`config.mk`:
```
export PLATFORM = sky130hd
export DESIGN_NAME = alloc_top
export DESIGN_NICKNAME = d
export VERILOG_FILES = /design/src/alloc_pkg.sv /design/src/disp_if.sv /design/src/alloc_stage.sv /design/src/alloc_top.sv /design/src/issue_select.sv /design/src/rename_map.sv /design/src/rsv_station.sv
export SDC_FILE = /design/constraint.sdc
export NUM_CORES = 1
export LEC_CHECK = 0
export BUFFER_PORTS_ARGS = -buffer_cell sky130_fd_sc_hd__buf_2
export CAP_MARGIN = 5
export CORE_MARGIN = 2
export CORE_UTILIZATION = 49
export DETAILED_ROUTE_END_ITERATION = 12
export PLACE_DENSITY = 0.67
export RECOVER_POWER = 25
export SYNTH_ARGS = -nofsm -noshare
export SYNTH_HDL_FRONTEND = slang
export SYNTH_SLANG_ARGS = --single-unit
```
`constraint.sdc`:
```
create_clock -name clk -period 2.6 [get_ports clk]
set_input_delay 0.13 -clock clk [delete_from_list [all_inputs] [get_ports clk]]
set_output_delay 0.13 -clock clk [all_outputs]
set_load 0.02 [all_outputs]
```
`src/alloc_pkg.sv`:
```
package alloc_pkg;

   // Architectural register file
   localparam int ARCH_REG_W    = 5;
   localparam int NUM_ARCH_REGS = 32;

   // Reorder buffer ids, wrap at 16
   localparam int ROB_ID_W = 4;

   // Default capacities, overridden through the top level parameters
   localparam int ROB_DEPTH = 16;
   localparam int RS_DEPTH  = 4;

   typedef logic [ARCH_REG_W-1:0] t_arch_reg;
   typedef logic [ROB_ID_W-1:0]   t_rob_id;

   // Decoded micro-op as it enters the dispatch front end
   typedef struct packed {
      logic      valid;
      t_arch_reg dst;
      t_arch_reg src1;
      t_arch_reg src2;
   } t_uop;

   // Source dependency on an older in-flight producer
   typedef struct packed {
      logic    pending;
      t_rob_id robid;
   } t_src_dep;

   // Packet handed from allocation to the reservation station
   typedef struct packed {
      t_uop     uop;
      t_rob_id  robid;
      t_src_dep dep1;
      t_src_dep dep2;
   } t_disp_pkt;

endpackage

```
`src/disp_if.sv`:
```
`timescale 1ns/100ps

// Dispatch handshake between allocation and the reservation station.
// A packet moves on any rising edge with valid high and stall low.
interface disp_if;
   import alloc_pkg::*;

   logic      valid;
   t_disp_pkt pkt;
   logic      stall;

   // Producer side, allocation stage
   modport alloc_mp (
      output valid,
      output pkt,
      input  stall
   );

   // Consumer side, reservation station queue
   modport rs_mp (
      input  valid,
      input  pkt,
      output stall
   );

endinterface

```
`src/alloc_stage.sv`:
```
`timescale 1ns/100ps

module alloc_stage (
   input  logic                clk,
   input  logic                rst,
   input  logic                flush,
   input  logic                uop_valid,
   input  alloc_pkg::t_uop     uop,
   input  alloc_pkg::t_src_dep dep1,
   input  alloc_pkg::t_src_dep dep2,
   input  alloc_pkg::t_rob_id  next_robid,
   input  logic                rob_ready,
   output logic                uop_ready,
   output logic                alloc_fire,
   disp_if.alloc_mp            disp
);
   import alloc_pkg::*;

   t_disp_pkt pkt_d;
   t_disp_pkt pkt_q;
   logic      valid_q;
   logic      stall;

   // Queue back-pressure or no free reorder entry
   assign stall      = disp.stall | ~rob_ready;
   assign uop_ready  = ~stall;
   assign alloc_fire = uop_valid & uop_ready;

   always_comb begin
      pkt_d           = '0;
      pkt_d.uop       = uop;
      pkt_d.uop.valid = alloc_fire;
      pkt_d.robid     = next_robid;
      pkt_d.dep1      = dep1;
      pkt_d.dep2      = dep2;
   end

   // Register holds while the queue refuses the packet
   always_ff @(posedge clk) begin
      if (rst || flush) begin
         valid_q <= 1'b0;
      end else if (!disp.stall) begin
         valid_q <= alloc_fire;
      end
   end

   always_ff @(posedge clk) begin
      if (!disp.stall) begin
         pkt_q <= pkt_d;
      end
   end

   assign disp.valid = valid_q;
   assign disp.pkt   = pkt_q;

endmodule

```
`src/alloc_top.sv`:
```
`timescale 1ns/100ps

module alloc_top #(
   parameter int rob_depth = alloc_pkg::ROB_DEPTH,
   parameter int rs_depth  = alloc_pkg::RS_DEPTH
) (
   input  logic                 clk,
   input  logic                 rst,
   input  logic                 flush,
   input  logic                 uop_valid,
   input  alloc_pkg::t_arch_reg uop_dst,
   input  alloc_pkg::t_arch_reg uop_src1,
   input  alloc_pkg::t_arch_reg uop_src2,
   output logic                 uop_ready,
   input  logic                 issue_hold,
   output logic                 issue_valid,
   output alloc_pkg::t_rob_id   issue_robid,
   output alloc_pkg::t_arch_reg issue_dst,
   output alloc_pkg::t_src_dep  issue_dep1,
   output alloc_pkg::t_src_dep  issue_dep2
);
   import alloc_pkg::*;

   t_uop      uop;
   t_src_dep  dep1;
   t_src_dep  dep2;
   t_rob_id   next_robid;
   logic      rob_ready;
   logic      alloc_fire;
   logic      head_valid;
   t_disp_pkt head_pkt;
   logic      pop;
   logic      retire_valid;
   t_rob_id   retire_robid;
   t_arch_reg retire_dst;
   logic      issue_clr;

   disp_if disp ();

   assign uop.valid = uop_valid;
   assign uop.dst   = uop_dst;
   assign uop.src1  = uop_src1;
   assign uop.src2  = uop_src2;

   // Flush also drops a retirement still in the issue register
   assign issue_clr = rst | flush;

   rename_map #(
      .rob_depth (rob_depth)
   ) u_rename (
      .clk          (clk),
      .rst          (rst),
      .flush        (flush),
      .alloc_fire   (alloc_fire),
      .dst          (uop_dst),
      .src1         (uop_src1),
      .src2         (uop_src2),
      .dep1         (dep1),
      .dep2         (dep2),
      .next_robid   (next_robid),
      .rob_ready    (rob_ready),
      .retire_valid (retire_valid),
      .retire_robid (retire_robid),
      .retire_dst   (retire_dst)
   );

   alloc_stage u_alloc (
      .clk        (clk),
      .rst        (rst),
      .flush      (flush),
      .uop_valid  (uop_valid),
      .uop        (uop),
      .dep1       (dep1),
      .dep2       (dep2),
      .next_robid (next_robid),
      .rob_ready  (rob_ready),
      .uop_ready  (uop_ready),
      .alloc_fire (alloc_fire),
      .disp       (disp.alloc_mp)
   );

   rsv_station #(
      .rs_depth (rs_depth)
   ) u_rs (
      .clk        (clk),
      .rst        (rst),
      .flush      (flush),
      .disp       (disp.rs_mp),
      .head_valid (head_valid),
      .head_pkt   (head_pkt),
      .pop        (pop)
   );

   issue_select u_issue (
      .clk          (clk),
      .rst          (issue_clr),
      .head_valid   (head_valid),
      .head_pkt     (head_pkt),
      .issue_hold   (issue_hold),
      .pop          (pop),
      .issue_valid  (issue_valid),
      .issue_robid  (issue_robid),
      .issue_dst    (issue_dst),
      .issue_dep1   (issue_dep1),
      .issue_dep2   (issue_dep2),
      .retire_valid (retire_valid),
      .retire_robid (retire_robid),
      .retire_dst   (retire_dst)
   );

endmodule

```
`src/issue_select.sv`:
```
`timescale 1ns/100ps

module issue_select (
   input  logic                 clk,
   input  logic                 rst,
   input  logic                 head_valid,
   input  alloc_pkg::t_disp_pkt head_pkt,
   input  logic                 issue_hold,
   output logic                 pop,
   output logic                 issue_valid,
   output alloc_pkg::t_rob_id   issue_robid,
   output alloc_pkg::t_arch_reg issue_dst,
   output alloc_pkg::t_src_dep  issue_dep1,
   output alloc_pkg::t_src_dep  issue_dep2,
   output logic                 retire_valid,
   output alloc_pkg::t_rob_id   retire_robid,
   output alloc_pkg::t_arch_reg retire_dst
);
   import alloc_pkg::*;

   logic      ret_valid_q;
   t_rob_id   ret_robid_q;
   t_arch_reg ret_dst_q;

   // In-order issue straight from the queue head
   assign pop         = head_valid & ~issue_hold;
   assign issue_valid = pop;
   assign issue_robid = head_pkt.robid;
   assign issue_dst   = head_pkt.uop.dst;
   assign issue_dep1  = head_pkt.dep1;
   assign issue_dep2  = head_pkt.dep2;

   // Retirement lands one edge after issue, keeps the lookup path acyclic
   always_ff @(posedge clk) begin
      if (rst) begin
         ret_valid_q <= 1'b0;
      end else begin
         ret_valid_q <= pop;
      end
   end

   always_ff @(posedge clk) begin
      if (pop) begin
         ret_robid_q <= head_pkt.robid;
         ret_dst_q   <= head_pkt.uop.dst;
      end
   end

   assign retire_valid = ret_valid_q;
   assign retire_robid = ret_robid_q;
   assign retire_dst   = ret_dst_q;

endmodule

```
`src/rename_map.sv`:
```
`timescale 1ns/100ps

module rename_map #(
   parameter int rob_depth = alloc_pkg::ROB_DEPTH
) (
   input  logic                clk,
   input  logic                rst,
   input  logic                flush,
   input  logic                alloc_fire,
   input  alloc_pkg::t_arch_reg dst,
   input  alloc_pkg::t_arch_reg src1,
   input  alloc_pkg::t_arch_reg src2,
   output alloc_pkg::t_src_dep  dep1,
   output alloc_pkg::t_src_dep  dep2,
   output alloc_pkg::t_rob_id   next_robid,
   output logic                rob_ready,
   input  logic                retire_valid,
   input  alloc_pkg::t_rob_id   retire_robid,
   input  alloc_pkg::t_arch_reg retire_dst
);
   import alloc_pkg::*;

   localparam int CNT_W = $clog2(rob_depth + 1);

   // Pending table, one bit and a producer id per architectural register
   logic [NUM_ARCH_REGS-1:0] pend_q;
   t_rob_id                  prod_q [NUM_ARCH_REGS];

   t_rob_id          robid_q;
   logic [CNT_W-1:0] count_q;
   logic             retire_hit;

   // Lookup sees the table before this cycle's update
   assign dep1.pending = pend_q[src1];
   assign dep1.robid   = prod_q[src1];
   assign dep2.pending = pend_q[src2];
   assign dep2.robid   = prod_q[src2];

   assign next_robid = robid_q;
   assign rob_ready  = (count_q < CNT_W'(rob_depth));

   // Only the newest writer of a register may clear its mark
   assign retire_hit = retire_valid && (prod_q[retire_dst] == retire_robid);

   always_ff @(posedge clk) begin
      if (rst || flush) begin
         pend_q <= '0;
      end else begin
         if (retire_hit) begin
            pend_q[retire_dst] <= 1'b0;
         end
         // A new writer overrides a retire to the same register
         if (alloc_fire && (dst != '0)) begin
            pend_q[dst] <= 1'b1;
         end
      end
   end

   always_ff @(posedge clk) begin
      if (alloc_fire && (dst != '0)) begin
         prod_q[dst] <= robid_q;
      end
   end

   // Robid counter wraps with its width
   always_ff @(posedge clk) begin
      if (rst || flush) begin
         robid_q <= '0;
      end else if (alloc_fire) begin
         robid_q <= robid_q + 1'b1;
      end
   end

   // Accept and retire in the same cycle cancel out
   always_ff @(posedge clk) begin
      if (rst || flush) begin
         count_q <= '0;
      end else begin
         count_q <= count_q + CNT_W'(alloc_fire) - CNT_W'(retire_valid);
      end
   end

endmodule

```
`src/rsv_station.sv`:
```
`timescale 1ns/100ps

module rsv_station #(
   parameter int rs_depth = alloc_pkg::RS_DEPTH
) (
   input  logic                 clk,
   input  logic                 rst,
   input  logic                 flush,
   disp_if.rs_mp                disp,
   output logic                 head_valid,
   output alloc_pkg::t_disp_pkt head_pkt,
   input  logic                 pop
);
   import alloc_pkg::*;

   localparam int PTR_W = (rs_depth > 1) ? $clog2(rs_depth) : 1;
   localparam int CNT_W = $clog2(rs_depth + 1);

   t_disp_pkt        mem [rs_depth];
   logic [PTR_W-1:0] wr_ptr;
   logic [PTR_W-1:0] rd_ptr;
   logic [CNT_W-1:0] count_q;
   logic             full;
   logic             push;
   logic             do_pop;

   function automatic logic [PTR_W-1:0] ptr_inc(input logic [PTR_W-1:0] ptr);
      logic [PTR_W-1:0] nxt;
      if (ptr == PTR_W'(rs_depth - 1)) begin
         nxt = '0;
      end else begin
         nxt = ptr + 1'b1;
      end
      return nxt;
   endfunction

   assign full   = (count_q == CNT_W'(rs_depth));
   assign push   = disp.valid & ~disp.stall;
   assign do_pop = pop & head_valid;

   // Full queue refuses, even when the head leaves this cycle
   assign disp.stall = full;

   assign head_valid = (count_q != '0);
   assign head_pkt   = mem[rd_ptr];

   always_ff @(posedge clk) begin
      if (push) begin
         mem[wr_ptr] <= disp.pkt;
      end
   end

   always_ff @(posedge clk) begin
      if (rst || flush) begin
         wr_ptr  <= '0;
         rd_ptr  <= '0;
         count_q <= '0;
      end else begin
         if (push) begin
            wr_ptr <= ptr_inc(wr_ptr);
         end
         if (do_pop) begin
            rd_ptr <= ptr_inc(rd_ptr);
         end
         count_q <= count_q + CNT_W'(push) - CNT_W'(do_pop);
      end
   end

endmodule

```
==> results of run 1 <==
where the power goes:
group	leakage (nW)	switching, mW	internal [mW]	total, mW
Clock	0.510	1.83	2.61	4.44
Sequential	2.58	0.0784	5.08	5.16
Combinational	2.36	0.479	0.377	0.856
what timing repair did:
action,CTS,global route
hold buffers,9,0
endpoints found under the setup margin,0,33
endpoints found under the hold margin,12,0
buffers inserted,0,5
resized for setup,0,5
worst max-delay path: stages (launching register included):
cell and delay, ns:
dfxtp_4 0.52, buf_4 0.23, mux2i_1 0.08, a22oi_1 0.29, a21oi_1 0.16, nor4_2 0.31
xnor2_1 0.15, o2111a_2 0.26, buf_12 0.20, a31oi_1 0.11
layer usage:
metal  global-route usage  wire [um]
met3               0.0458       3060
met2                0.395      17200
met5                    0          0
met1                0.343      14100
met4               0.0722        911
kinds of logic (layout without fill, tap and decap cells):
family                   count (synthesis)  in the layout  share of synthesized area
AO/OA/AOI/OAI                          113            113                     0.0501
XOR/XNOR                                12             12                    0.00766
adder cells (fa/ha/maj)                 15             15                     0.0148
buffers and inverters                   69            187                     0.0250
flip-flops                             289            289                      0.591
multiplexers                           200            200                      0.258
other                                    1              4                   0.000273
AND/OR/NAND/NOR                        154            154                     0.0541
layout make-up:
| type | instances | area, sq um |
|---|---|---|
| Fill cell | 2119 | 11800 |
| Clock buffer | 41 | 852 |
| Sequential cell | 289 | 8110 |
| Timing Repair Buffer | 115 | 913 |
| Inverter | 16 | 60.1 |
| Multi-Input combinational cell | 498 | 5320 |
| Clock inverter | 15 | 193 |
| Tap cell | 378 | 473 |
metrics by stage:
step	setup WS, ns	util	hold slack (ns)
final	0.118	0.575	0.0816
after global routing	0.00306	0.575	0.0512
after CTS	0.0844	0.573	0.0478
after detailed placement	0.113	0.532	0.335
after global placement	0.111	0.532	0.325
after floorplan	-0.0183	-	0.209
state kept, by name, indices dropped and copies added, names as in the netlist, 4 cells and up, named ones only:
register and cells:
u_rename.pend_q 32, u_rename.next_robid 4, u_issue.retire_robid 4, u_alloc.disp.pkt 19, u_rename.prod_q 128, u_rs.mem 76, u_issue.retire_dst 5, u_rename.count_q 5
worst max-delay path by stage:
stage               startpoint             endpoint  slack, ns  cells after the start
3_5_place_dp         flip-flop  u_rename.pend_q[14]       0.11                      9
6_report             flip-flop  u_rename.pend_q[14]       0.12                      9
5_1_grt              flip-flop   u_rename.pend_q[2]      0.003                      9
3_3_place_gp         flip-flop   u_rename.pend_q[6]       0.11                      9
4_1_cts              flip-flop  u_rename.pend_q[14]       0.08                      9
2_1_floorplan  u_rs.count_q[2]  u_rename.count_q[4]      -0.02                     13
synth_stat cells (all sizes together) (3+ instances only):
master and n:
buf 32, nand3 9, a31oi 32, or3b 3, dfxtp 57, o21ai 31, mux2 16, nand2 14
nand3b 6, xor2 4, xnor2 8, nor2 81, nor2b 6, inv 16, clkbuf 21, and2 12
a22oi 27, edfxtp 232, ha 13, nand2b 4, nor4 3, mux4 121, a21oi 19, nand4 3
nor3 6, mux2i 63
==> reports/results.ini, run 1 <==
[setup_path]
crit_path_end_kind = flip-flop
critPathKind = flip-flop to flip-flop
arrival_ns = 2.89
r2r-end = u_rename.pend_q[14]
regToRegSetupSlack_ns = 0.12
startpoint_type = flip-flop
ff2ff_path_depth = 9
crit_fanout = 32
worstPathRequired_ns = 3.00

[power]
total_power_mw = 10.5
ir_worst_vdd_mv = 0.454
power_density_nw_per_um2 = 657
leakage_nw = 5.46

[timing]
slew_headroom = -0.172
rsz0062_at_grt = false
worst_pin_slew_ns = 1.76
slew_viol_final = 71
fmax_ghz = 0.403
period_share = 0.955
clock-skew-final_ns = 0.0113
hold_viol_final = 0
setup_viol = 0
min_period_ns = 2.48
tns_ns = 0

[detailed_routing]
route.detailed.drc = 0
wire_per_inst_um = 26.1
first_pass_iters = 5
drtIter0Drc = 978
wirelength_um = 35300
ant_nets = 0
vias_per_cell = 6.21
vias = 8393

[placement]
placed_cell_area_sq_um = 14700
dp_hpwl_um = 24100
place_congestion = 0.877
port-buffer-count = 40
placedCellCount = 1282

[hold_path]
hp-start = uop_src1[4]
holdPathEnd = u_alloc.disp.pkt[7]
hp-class = input port to flip-flop
hold_path_depth = 2

[clock_tree]
insertion_delay_ns = 0.57
cts_tree = done
cts_root_buf = clkbuf_16
htree_levels = 1
clockBufferDepth = 3
clock_sink_count = 289
cts.reportedPaths.clkPinSlew_ns = 0.06
cts_buffers = 30

[finish]
stdcell_count = 1352
area_growth_pct = 15.9
final_cell_mix = edfxtp_1 (232), mux4_2 (121), nor2_1 (78)
layout.nets = 985
final_common_cell = edfxtp_1
num_antenna_cells = 0
drive_above_1_share = 0.309
finalInstanceArea_sq_um = 15900

[floorplanning]
io_pins = 41
die-area_sq_um = 29400
core_sq_um = 27700
die_height_um = 171
start_util = 0.496
fp.dieW_um = 171
fp-row-count = 61

[job]
cap_violations = 2

[yosys]
ys_dominant_reg_cell = edfxtp_1
synth_largest_area_cell = edfxtp_1
netlist-cell-type-count = 38
ys_warn_count = 0
netlist_area_sq_um = 13700
ys_ff_latch = 289
synth-async-reset-ratio = 0
syn_inst = 853
netlist.area_leader.share = 0.507
syn_area_per_cell_sq_um = 16.1
synth_area_leaders = edfxtp_1 (51%), mux4_2 (20%), dfxtp_1 (8.3%)
ys_seq_area_frac = 0.591
synth_edf_count = 232

[global_routing]
first_global_vias = 8071
antenna_found_initial = 0
grtUsageTotal = 0.245
grt_max_degree = 41
grt_first_pass_wirelength_um = 51900
grt_overflow_total = 0

[run_status]
status = finished, violations left
violations = max-capacitance violations, max-slew violations

Power figures use the tool's default switching activity.
==> inputs of run 2 (changes only) <==
SLEW_MARGIN = 20   (was default)
SYNTH_HIERARCHICAL = 1   (was default)
==> reports/results.ini, run 2 <==
[finish]
final_cell_mix = edfxtp_1 (232), buf_4 (146), mux4_2 (119)
final_common_cell = edfxtp_1
drive_above_1_share = 0.430  ; +0.121
top_regs = u_rename/prod_q: 128 flops, u_rs/mem: 76 flops, u_rename/pend_q: 32 flops
area_growth_pct = 21.7
num_antenna_cells = 0  ; unchanged
largest-register = u_rename/prod_q
largest_reg_flops = 128  ; unchanged
layout.nets = 1039  ; +5.5%

[power]
leakage_nw = 5.93  ; +8.8%
ir_worst_vdd_mv = 0.446  ; -1.6%
power_density_nw_per_um2 = 595  ; -9.5%

[timing]
worst_pin_slew_ns = 1.87  ; +0.113 ns
rsz0062_at_grt = true
min_period_ns = 3.14  ; +0.654 ns
period_share = 1.21  ; +0.251
fin_worst_hold_slack_ns = 0.0651  ; -0.0165 ns
tns_ns = -15.65  ; -15.65 ns
clock-skew-final_ns = 0.0156  ; +0.00435 ns
setup_viol = 32  ; +32
hold_viol_final = 0  ; unchanged
slew_headroom = -0.247  ; -0.0751
setup_ws_ns = -0.536  ; -0.654 ns
slew_viol_final = 71  ; unchanged
fmax_ghz = 0.319  ; -21%

[clock_tree]
insertion_delay_ns = 0.56  ; about the same
cts_buffers = 30  ; unchanged
clock_sink_count = 284  ; -1.7%
clockBufferDepth = 3  ; unchanged
cts_tree = done
cts_root_buf = clkbuf_16
htree_levels = 1  ; unchanged
cts.reportedPaths.clkPinSlew_ns = 0.06  ; about the same

[floorplanning]
io_pins = 41  ; unchanged
core_sq_um = 27900  ; +0.55%
fp.dieW_um = 173  ; +0.70%
die_height_um = 173  ; +0.70%
start_util = 0.500  ; +0.00443
fp-row-count = 61  ; unchanged
die-area_sq_um = 29800  ; +1.4%

[placement]
dp_hpwl_um = 27600  ; +15%
place_ws_ns = -0.634  ; -0.746 ns
port-buffer-count = 40  ; unchanged
place_congestion = 0.921  ; +5.0%

[detailed_routing]
first_pass_iters = 5  ; unchanged
vias_per_cell = 6.41  ; +3.3%
drtIter0Drc = 1168  ; +19%
route.detailed.drc = 0  ; unchanged
wire_per_inst_um = 28.2  ; +8.3%
ant_nets = 0  ; unchanged
vias = 9012  ; +7.4%
wirelength_um = 39700  ; +13%

[setup_path]
cp_common_cell = buf_4
path_cells = buf_4, nand4b_1, buf_4, o22ai_1, nor4_1, and3_1, or4_4, buf_6, o41a_1, o21a_1
worstPathRequired_ns = 3.05  ; +0.05 ns
critical_path.top_delay_family = simple AND/OR/NAND/NOR gates
crit_slowest_cell = or4_4
arrival_ns = 3.58  ; +0.69 ns
critPathKind = flip-flop to flip-flop
slowest_delay_ns = 0.53  ; about the same
crit_path_end_kind = flip-flop
startpoint_type = flip-flop
crit_fanout = 16  ; -50%
crit_buf_inv = 3  ; +1

[run_status]
violations = max-capacitance violations, max-slew violations, negative setup slack
status = finished, violations left

[global_routing]
first_global_vias = 9192  ; +14%
grt_first_pass_wirelength_um = 59200  ; +14%
grt_overflow_total = 0  ; unchanged
grt_max_degree = 41  ; unchanged
grtUsageTotal = 0.267  ; +0.0222
antenna_found_initial = 1  ; +1

[yosys]
syn_area_per_cell_sq_um = 16.6  ; +3.4%
ys_warn_count = 6  ; +6
syn_inst = 837  ; -1.9%
netlist_area_sq_um = 13900  ; +1.4%

[hold_path]
hp-class = input port to flip-flop

[job]
cap_violations = 2  ; unchanged

==> run 2: final cells by class <==
class | count | area [sq um]
Sequential cell | 284 | 8010
Fill cell | 2072 | 10900
Tap cell | 378 | 473
Timing Repair Buffer | 214 | 1690
Inverter | 22 | 82.6
Clock buffer | 39 | 856
Clock inverter | 17 | 209
Multi-Input combinational cell | 452 | 5630
==> run 2: per-layer routing <==
layer | global-route usage | share of wire
met3 | 0.0422 | 0.078
met5 | 0 | 0
met4 | 0.104 | 0.038
met1 | 0.370 | 0.40
met2 | 0.429 | 0.48
==> run 2: final timing paths <==
check	start	slack (ns)	depth (start not counted)	to
worst max-delay path	u_issue/retire_dst[0]	-0.54	10	u_rename/pend_q[5]
worst min-delay path	uop_src2[4]	0.07	2	u_alloc/disp.pkt[3]
worst max register to register	u_issue/retire_dst[0]	-0.54	10	u_rename/pend_q[5]
worst min register to register	u_rename/pend_q[0]	0.47	2	u_rename/pend_q[0]
==> run 2: repair_timing <==
item,4_1_cts,5_1_grt
gates cloned,1,0
gates resized for setup,45,13
endpoints found under the setup margin,33,33
buffers inserted,3,1
hold buffers,10,0
pin swaps,4,2
endpoints found under the hold margin,8,0
==> run 2: worst reg2reg max path: stages (launching register included) <==
cell and delay [ns]:
edfxtp_1 0.37, buf_4 0.20, nand4b_1 0.32, buf_4 0.25, o22ai_1 0.28, nor4_1 0.11
and3_1 0.16, or4_4 0.53, buf_6 0.18, o41a_1 0.43, o21a_1 0.18
==> run 2: metrics by stage <==
step | cell area, sq um | power (mW) | util | std cells
after floorplan | 14000 | 5.41 | - | 840
after global placement | 15400 | 5.59 | 0.554 | 1335
after detailed placement | 15400 | 5.61 | 0.554 | 1335
after CTS | 16900 | 10.1 | 0.606 | 1405
after global routing | 16900 | 10.3 | 0.608 | 1406
final | 16900 | 10.1 | 0.608 | 1406
==> run 2: power breakdown <==
part	total [mW]	switching, mW	internal, mW
Combinational	0.554	0.312	0.242
Clock	4.54	1.74	2.80
Sequential	4.99	0.0397	4.95
Total	10.1	2.09	7.98
